## config.mk

```make
export PLATFORM = sky130hd
export DESIGN_NAME = board_io
export DESIGN_NICKNAME = d
export VERILOG_FILES = /design/src/logic/board_io_pkg.sv /design/src/logic/reset_sync.sv /design/src/logic/input_conditioner.sv /design/src/logic/status_led_select.sv /design/src/logic/board_io.sv
export SDC_FILE = /design/constraint.sdc
export NUM_CORES = 1
export LEC_CHECK = 0
export ABC_CLOCK_PERIOD_IN_PS = 1800
export BUFFER_PORTS_ARGS = -buffer_cell sky130_fd_sc_hd__clkbuf_2
export CORE_MARGIN = 1
export CORE_UTILIZATION = 47
export DETAILED_ROUTE_END_ITERATION = 8
export GPL_TIMING_DRIVEN = 0
export PLACE_DENSITY = 0.84
export SYNTH_ARGS = -nofsm -noshare
export SYNTH_HDL_FRONTEND = slang
export SYNTH_SLANG_ARGS = --single-unit
export TNS_END_PERCENT = 20
```

## constraint.sdc

```tcl
create_clock -name clk_125mhz -period 1.8 [get_ports clk_125mhz]
set_input_delay 0.27 -clock clk_125mhz [delete_from_list [all_inputs] [get_ports clk_125mhz]]
set_output_delay 0.27 -clock clk_125mhz [all_outputs]
set_load 0.1 [all_outputs]
```

## src/logic/board_io_pkg.sv

```systemverilog
// Board I/O shared definitions

`default_nettype none

package board_io_pkg;

    // Reset synchronizer depth in core clock cycles
    localparam int RST_SYNC_STAGES = 4;

    // Equal samples needed before a debounced output may change
    localparam int DEBOUNCE_DEPTH = 4;

    // 1 ms sample period at 125 MHz
    localparam int DEBOUNCE_RATE_DEFAULT = 125000;

    localparam int NUM_BUTTONS = 5;
    localparam int NUM_SWITCHES = 4;

    localparam int LED_WIDTH = 8;
    localparam int STATUS_WIDTH = 16;

    // PCS status speed field encodings
    localparam logic [1:0] SPEED_1000 = 2'b10;
    localparam logic [1:0] SPEED_100 = 2'b01;

    // PCS/PMA status vector
    // Raw word feeds the LED debug view, fields feed the speed decode
    typedef union packed {
        logic [STATUS_WIDTH-1:0] word;
        struct packed {
            logic [1:0] pause;
            logic       remote_fault;
            logic       duplex;
            logic [1:0] speed;
            logic [1:0] remote_fault_encdg;
            logic       phy_link_status;
            logic       rxnotintable;
            logic       rxdisperr;
            logic       rudi_invalid;
            logic       rudi_i;
            logic       rudi_c;
            logic       link_sync;
            // Bit 0
            logic       link_status;
        } fields;
    } pcs_status_t;

endpackage

`default_nettype wire

```

## src/logic/reset_sync.sv

```systemverilog
// Core reset synchronizer

`timescale 1ns/1ps
`default_nettype none

module reset_sync
    import board_io_pkg::*;
(
    input  wire logic clk_125mhz,
    input  wire logic rst_n,
    input  wire logic mmcm_locked,
    output wire logic rst_core_n
);

// Either source going low asserts the core reset at once
wire logic rst_src_n = rst_n & mmcm_locked;

logic [RST_SYNC_STAGES-1:0] sync_reg;

// Ones shift in once both sources are high
always_ff @(posedge clk_125mhz or negedge rst_src_n) begin
    if (!rst_src_n) begin
        sync_reg <= '0;
    end else begin
        sync_reg <= {sync_reg[RST_SYNC_STAGES-2:0], 1'b1};
    end
end

// Release lands cleanly on the last stage in step with the clock
assign rst_core_n = sync_reg[RST_SYNC_STAGES-1];

endmodule

`default_nettype wire

```

## src/logic/input_conditioner.sv

```systemverilog
// Button, switch and UART input conditioning

`timescale 1ns/1ps
`default_nettype none

module input_conditioner
    import board_io_pkg::*;
#(
    parameter int DEBOUNCE_RATE = DEBOUNCE_RATE_DEFAULT
)
(
    input  wire logic                    clk_125mhz,
    input  wire logic                    rst_n,

    // Buttons u, l, d, r, c from MSB
    input  wire logic [NUM_BUTTONS-1:0]  btn_raw,
    input  wire logic [NUM_SWITCHES-1:0] sw_raw,
    input  wire logic                    uart_rxd,
    input  wire logic                    uart_rts,

    output wire logic [NUM_BUTTONS-1:0]  btn,
    output wire logic [NUM_SWITCHES-1:0] sw,
    output wire logic                    uart_rxd_sync,
    output wire logic                    uart_rts_sync
);

localparam int NUM_INPUTS = NUM_BUTTONS + NUM_SWITCHES;
localparam int CNT_WIDTH = (DEBOUNCE_RATE > 1) ? $clog2(DEBOUNCE_RATE) : 1;

logic [CNT_WIDTH-1:0] sample_cnt;
logic                 sample_tick;

logic [DEBOUNCE_DEPTH-1:0] hist [NUM_INPUTS];
logic [NUM_INPUTS-1:0]     deb_reg;
wire logic [NUM_INPUTS-1:0] raw_in = {btn_raw, sw_raw};

logic [1:0] uart_s1;
logic [1:0] uart_s2;

// Shared sample period counter
always_ff @(posedge clk_125mhz or negedge rst_n) begin
    if (!rst_n) begin
        sample_cnt <= '0;
        sample_tick <= 1'b0;
    end else begin
        sample_tick <= 1'b0;
        if (sample_cnt == CNT_WIDTH'(DEBOUNCE_RATE - 1)) begin
            sample_cnt <= '0;
            sample_tick <= 1'b1;
        end else begin
            sample_cnt <= sample_cnt + 1'b1;
        end
    end
end

// Per-bit history and set/clear/hold output
always_ff @(posedge clk_125mhz or negedge rst_n) begin
    if (!rst_n) begin
        for (int i = 0; i < NUM_INPUTS; i++) begin
            hist[i] <= '0;
        end
        deb_reg <= '0;
    end else begin
        for (int i = 0; i < NUM_INPUTS; i++) begin
            if (sample_tick) begin
                hist[i] <= {hist[i][DEBOUNCE_DEPTH-2:0], raw_in[i]};
            end
            // Mixed history keeps the last settled value
            if (&hist[i]) begin
                deb_reg[i] <= 1'b1;
            end else if (~|hist[i]) begin
                deb_reg[i] <= 1'b0;
            end
        end
    end
end

assign btn = deb_reg[NUM_INPUTS-1:NUM_SWITCHES];
assign sw = deb_reg[NUM_SWITCHES-1:0];

// Two-stage synchronizer for the UART lines
always_ff @(posedge clk_125mhz) begin
    uart_s1 <= {uart_rxd, uart_rts};
    uart_s2 <= uart_s1;
end

assign uart_rxd_sync = uart_s2[1];
assign uart_rts_sync = uart_s2[0];

endmodule

`default_nettype wire

```

## src/logic/status_led_select.sv

```systemverilog
// PCS status decode and LED debug select

`timescale 1ns/1ps
`default_nettype none

module status_led_select
    import board_io_pkg::*;
(
    // Raw switches straight from the board
    input  wire logic [NUM_SWITCHES-1:0] sw,
    input  wire logic [LED_WIDTH-1:0]    led_core,

    input  wire pcs_status_t             sgmii_status,
    input  wire pcs_status_t             sfp0_status,
    input  wire pcs_status_t             sfp1_status,

    output logic [LED_WIDTH-1:0]         led,
    output logic                         speed_is_10_100,
    output logic                         speed_is_100
);

pcs_status_t sel_status;

// sw[2] picks SFP over SGMII, sw[1] picks SFP1 over SFP0
always_comb begin
    if (sw[2]) begin
        sel_status = sw[1] ? sfp1_status : sfp0_status;
    end else begin
        sel_status = sgmii_status;
    end
end

// sw[3] shows a status byte, sw[0] selects the high byte
always_comb begin
    if (sw[3]) begin
        if (sw[0]) begin
            led = sel_status.word[STATUS_WIDTH-1 -: LED_WIDTH];
        end else begin
            led = sel_status.word[LED_WIDTH-1:0];
        end
    end else begin
        led = led_core;
    end
end

// SGMII rate adaption controls
always_comb begin
    speed_is_10_100 = sgmii_status.fields.speed != SPEED_1000;
    speed_is_100 = sgmii_status.fields.speed == SPEED_100;
end

endmodule

`default_nettype wire

```

## src/logic/board_io.sv

```systemverilog
// Board-side I/O top level

`timescale 1ns/1ps
`default_nettype none

module board_io
    import board_io_pkg::*;
#(
    parameter int DEBOUNCE_RATE = DEBOUNCE_RATE_DEFAULT
)
(
    // 125 MHz core clock and active-low board reset
    input  wire logic                    clk_125mhz,
    input  wire logic                    rst_n,
    input  wire logic                    mmcm_locked,

    // GPIO
    input  wire logic                    btnu,
    input  wire logic                    btnl,
    input  wire logic                    btnd,
    input  wire logic                    btnr,
    input  wire logic                    btnc,
    input  wire logic [NUM_SWITCHES-1:0] sw_raw,

    // UART lines from the USB bridge
    input  wire logic                    uart_rxd,
    input  wire logic                    uart_rts,

    // Core LEDs and PCS status words
    input  wire logic [LED_WIDTH-1:0]    led_core,
    input  wire pcs_status_t             sgmii_status,
    input  wire pcs_status_t             sfp0_status,
    input  wire pcs_status_t             sfp1_status,

    // Core side
    output wire logic                    rst_core_n,
    output wire logic [NUM_BUTTONS-1:0]  btn,
    output wire logic [NUM_SWITCHES-1:0] sw,
    output wire logic                    uart_rxd_sync,
    output wire logic                    uart_rts_sync,

    // Board LEDs and SGMII speed controls
    output wire logic [LED_WIDTH-1:0]    led,
    output wire logic                    speed_is_10_100,
    output wire logic                    speed_is_100
);

reset_sync reset_sync_inst (
    .clk_125mhz  (clk_125mhz),
    .rst_n       (rst_n),
    .mmcm_locked (mmcm_locked),
    .rst_core_n  (rst_core_n)
);

// Conditioning runs in the core reset domain
input_conditioner #(
    .DEBOUNCE_RATE (DEBOUNCE_RATE)
)
input_conditioner_inst (
    .clk_125mhz    (clk_125mhz),
    .rst_n         (rst_core_n),
    .btn_raw       ({btnu, btnl, btnd, btnr, btnc}),
    .sw_raw        (sw_raw),
    .uart_rxd      (uart_rxd),
    .uart_rts      (uart_rts),
    .btn           (btn),
    .sw            (sw),
    .uart_rxd_sync (uart_rxd_sync),
    .uart_rts_sync (uart_rts_sync)
);

// Debug select reads the switches before debounce
status_led_select status_led_select_inst (
    .sw              (sw_raw),
    .led_core        (led_core),
    .sgmii_status    (sgmii_status),
    .sfp0_status     (sfp0_status),
    .sfp1_status     (sfp1_status),
    .led             (led),
    .speed_is_10_100 (speed_is_10_100),
    .speed_is_100    (speed_is_100)
);

endmodule

`default_nettype wire

```

---- Word level (Yosys, flattened, before mapping) ----
Cells that the tools add are included.
cells by class
  add/sub/neg operators ................... 1
  equality and inequality tests ........... 12
  mux-type cells .......................... 24
  bitwise logic cells ..................... 1
  reduce and logical (&&, ||, !) cells .... 18
operator list
  cell                                                                    count
  4-bit AND reduction                                                     9
  4-bit OR reduction                                                      9
  16-bit 2-to-1 mux                                                       2
  1-bit 2-to-1 mux                                                        19
  2-bit by 1-bit != test with 1-bit output (second input constant)        9
  17-bit by 1-bit adder with 17-bit output (second input constant)        1
  17-bit equality test (second input constant)                            1
  17-bit 2-to-1 mux                                                       1
  8-bit 2-to-1 mux                                                        2
  2-bit by 1-bit equality test with 1-bit output (second input constant)  1
  2-bit != test (second input constant)                                   1
  1-bit AND                                                               1
storage, ports and cells
  flip-flop bits (word level) ............. 71
  bits of input ports ..................... 70
  output and inout bits ................... 22
  word-level logic and storage cells ...... 79

---- Longest topological paths before layout ----
  word-level depth ........................ 4
  depth in mapped cells ................... 5
  depth with buffers taken out ............ 5

---- Modules after synthesis ----
From an unflattened synthesis, not the netlist that was laid out.
unflattened totals
  cell total of the unflattened synthesis .. 248
  area total of the unflattened synthesis .. 3,334.4 sq um
by module, submodules not included
  module             instances  cells each  area an instance (sq um)  sequential area each (sq um)
  input_conditioner  1          203         2,681.3                   1,656.6
  status_led_select  1          39          543.0                     0.0
  reset_sync         1          6           110.1                     100.1

---- Worst setup path after synthesis ----
No wires, ideal clock.
  kind .................................... input port to output port
  start ................................... in sw_raw[0]
  end ..................................... out led[6]
  data arrival time ....................... 2.507 ns
  data required time ...................... 1.530 ns
  setup slack ............................. -0.977 ns
  stages on the path ...................... 5
  path buffers ............................ 2
  cells stage by stage .................... clkbuf_1 -> buf_2 -> mux4_2 -> nor2b_1 -> o22ai_1
on the way
  word-level cells in the longest chain between the ends .. 2
RTL lines
  element             line                     RTL
  start: declaration  board_io.sv:23           input wire logic [NUM_SWITCHES-1:0] sw_raw,
  8-bit 2-to-1 mux    status_led_select.sv:36  if (sw[0]) begin
  8-bit 2-to-1 mux    status_led_select.sv:35  if (sw[3]) begin
  end: declaration    board_io.sv:43           output wire logic [LED_WIDTH-1:0] led,
No other way between the ends.

---- Worst setup path in the final report ----
  start ................................... in sw_raw[0]
  end ..................................... out led[4]
Same word-level chain as after synthesis.

==> impl_metrics.yaml <==
run_status:
  status: "complete, no violations"
power_and_ir_drop:
  p_leak_uw: 0.00211
  netSwitchingFraction: 0.248
  power.total_uw: 3510
  power_density_nw_per_um2: 836
  internal_power_uw: 2640
  p_switching_uw: 870
  p_seq_frac: 0.460
  vdd_drop_max_v: 0.000612
  pwr-share-comb: 0.130
  clkPwrFrac: 0.409
layout:
  multi_input_area_um2: 1440
  syn_to_final_growth_pct: 28.7
  largest_register_ffs: 36
  n_fill_cell: 492
  stdcell_count: 450
  layout_common_cells: "clkbuf_2, dfrtp_1, mux2_2"
  final_common_cell: "clkbuf_2"
  nNetsFinal: 439
  drive_above_1_share: 0.464
  antennaDiodeCount: 0
  final_util: 0.642
  seq_area_um2: 1760
synth:
  seq_area_frac_synth: 0.539
  synth_top_family_by_area: "multiplexers"
  synthXorXnorAreaFrac: 0.0376
  synthMuxAreaShare: 0.207
  synth.distinct_cells: 32
  synthAdderAreaFrac: 0.00384
  postSynthCellCount: 264
  synth_compound_gate_area_share: 0.0630
  synth_seq_cells: 71
  netlist_area_um2: 3260
  synth-simple-area-share: 0.122
  yosysWarnings: 0
  synth_nets: 335
  avgSynthCellArea_um2: 12.3
min_path:
  hold_end: "input_conditioner_inst.uart_s1[1]"
  hold_start: "uart_rxd"
  holdPathStages: 1
  worstHoldPathType: "in -> reg"
setup_path:
  critPathTopFamily: "buffers and inverters"
  reg2reg_depth: 3
  worstReg2RegStart: "input_conditioner_inst.sample_tick"
  critPathMaxStageDelay_ps: 350
  startpoint_type: "input pin"
  critPathKind: "in -> out"
  critical_path_buf_inv_count: 3
  cp_slowest_cell: "mux2_2"
  arrival_ps: 1480
  reg2reg_setup_slack_ps: 160
  critPathCaptureType: "output port"
  cp_cell_sequence: "clkbuf_4 > buf_6 > mux2_2 > o21ai_1 > o22ai_1 > clkbuf_8"
  cp_max_fo: 10
  required_ps: 1530
  worstReg2RegEnd: "input_conditioner_inst.hist[14]"
route:
  firstDrtPassIters: 4
  wirelength_mm: 6.70
  drc: 0
  antenna_left: 0
  first_iter_violations: 45
  routedWlPerCell_um: 14.9
  viasPerCell: 5.47
  vias: 2462
clock_network:
  h-tree-depth: 3
  clk_latency_ps: 340
  cts_tree: "yes"
  clock_path_buffers: 2
  cts.clk_slew.worst_paths_ps: 70
  root_buffer: "clkbuf_8"
  clock_sinks: 71
  cts_made_buffers: 9
timing:
  setup_tns_ps: 0
  rsz0062_at_grt: "false"
  fmax_mhz: 573
  worstMarginPinSlew_ps: 563
  setup_viol: 0
  relSlewSlack: 0.626
  fin_crit_ps: 1750
  hold_viol: 0
  period_share: 0.970
  finClkSkew_ps: 7.76
  maxSlewViolCount: 0
grt:
  grt_max_degree: 33
  grt_first_pass_wirelength_mm: 11.4
  grt_usage: 0.202
  antenna_found_initial: 0
  grt_pass1_vias: 2406
  grt.overflow.total: 0
die:
  io_pins: 92
  core.rowCount: 29
  die_width_um: 85.3
  fp.dieH_um: 85.3
  start_util: 0.499
  dieArea_um2: 7270
  core_um2: 6530
placement:
  hpwl_mm: 4.73
  numPortBuffers: 89
  gp_congestion: 0.802
  place_inst: 430
flow_run:
  drv_cap: 0
[cell usage after synthesis, drive strengths merged]
| cell | instances | area share |
|---|---|---|
| conb | 1 | 0.0012 |
| a31oi | 9 | 0.017 |
| mux2 | 44 | 0.15 |
| o21ai | 9 | 0.014 |
| and2 | 1 | 0.0019 |
| clkbuf | 4 | 0.0046 |
| xor2 | 5 | 0.013 |
| xnor2 | 9 | 0.024 |
| buf | 6 | 0.0084 |
| and4bb | 1 | 0.0038 |
| o22ai | 8 | 0.015 |
| inv | 11 | 0.013 |
| or3 | 12 | 0.023 |
| nand4 | 5 | 0.014 |
| nand2 | 2 | 0.0023 |
| dfxtp | 4 | 0.025 |
| ha | 1 | 0.0038 |
| nor2b | 10 | 0.019 |
| nor4 | 3 | 0.0058 |
| nor2 | 20 | 0.023 |
| dfrtp | 67 | 0.51 |
| nand3 | 5 | 0.0077 |
| nand2b | 1 | 0.0019 |
| mux4 | 8 | 0.055 |
| a21oi | 10 | 0.017 |
| nor3b | 1 | 0.0023 |
| nor3 | 1 | 0.0050 |
| and3 | 5 | 0.0096 |
| or4 | 1 | 0.0023 |
[per-layer routing]
metal	vias to the layer above	GRT usage	part of all wire	routed length [um]
li1	1163	-	-	-
met1	1237	0.249	0.43	2920
met2	47	0.336	0.51	3420
met4	0	0.0803	0.020	131
met3	15	0.0593	0.036	240
met5	-	0	0	0
[stage by stage]
stage          worst slack [ps]  area (um^2)  hold WS [ps]
2_1_floorplan              -830         3280           106
3_3_place_gp               -404         3820           192
3_5_place_dp               -442         3820           203
4_1_cts                    1.32         4190          16.5
5_1_grt                    5.74         4190          11.6
6_report                   54.9         4190          30.3
[layout make-up]
type                            instances  area share
Tap cell                               77      0.0230
Timing Repair Buffer                   93       0.134
Inverter                               11     0.00984
Buffer                                 10      0.0143
Sequential cell                        71       0.420
Clock inverter                          4      0.0182
Multi-Input combinational cell        172       0.344
Clock buffer                           12      0.0370
[power groups by stage]
stage	clock, uW	sequential (uW)	combinational [uW]
final	1430	1610	457
after CTS	1460	1610	454
after global routing	1530	1610	482
after detailed placement	0	1660	391
after global placement	0	1660	386
after floorplan	0	1680	254
[cells by family after synthesis]
| kind of cell | count (synthesis) |
|---|---|
| xor+xnor | 14 |
| flops | 71 |
| simple gates | 68 |
| buf+inv | 21 |
| other cells | 1 |
| compound gates | 36 |
| mux | 52 |
| fa+ha+maj | 1 |
[what timing repair did]
item                       CTS  global route
hold endpoints to repair     4             0
pin swaps                    0             1
gates resized for setup     20             9
hold buffers                 2             0
buffers inserted             2             0
setup endpoints to repair    9            16
[worst max path at each step]
stage | start | to | cells past startpoint
2_1_floorplan | sw_raw[0] | led[0] | 5
3_3_place_gp | reset_sync_inst.sync_reg[3] | rst_core_n | 1
3_5_place_dp | reset_sync_inst.sync_reg[3] | rst_core_n | 1
4_1_cts | sw_raw[0] | led[7] | 6
5_1_grt | sw_raw[3] | led[6] | 5
6_report | sw_raw[0] | led[4] | 6
Power figures use the tool's default switching activity.
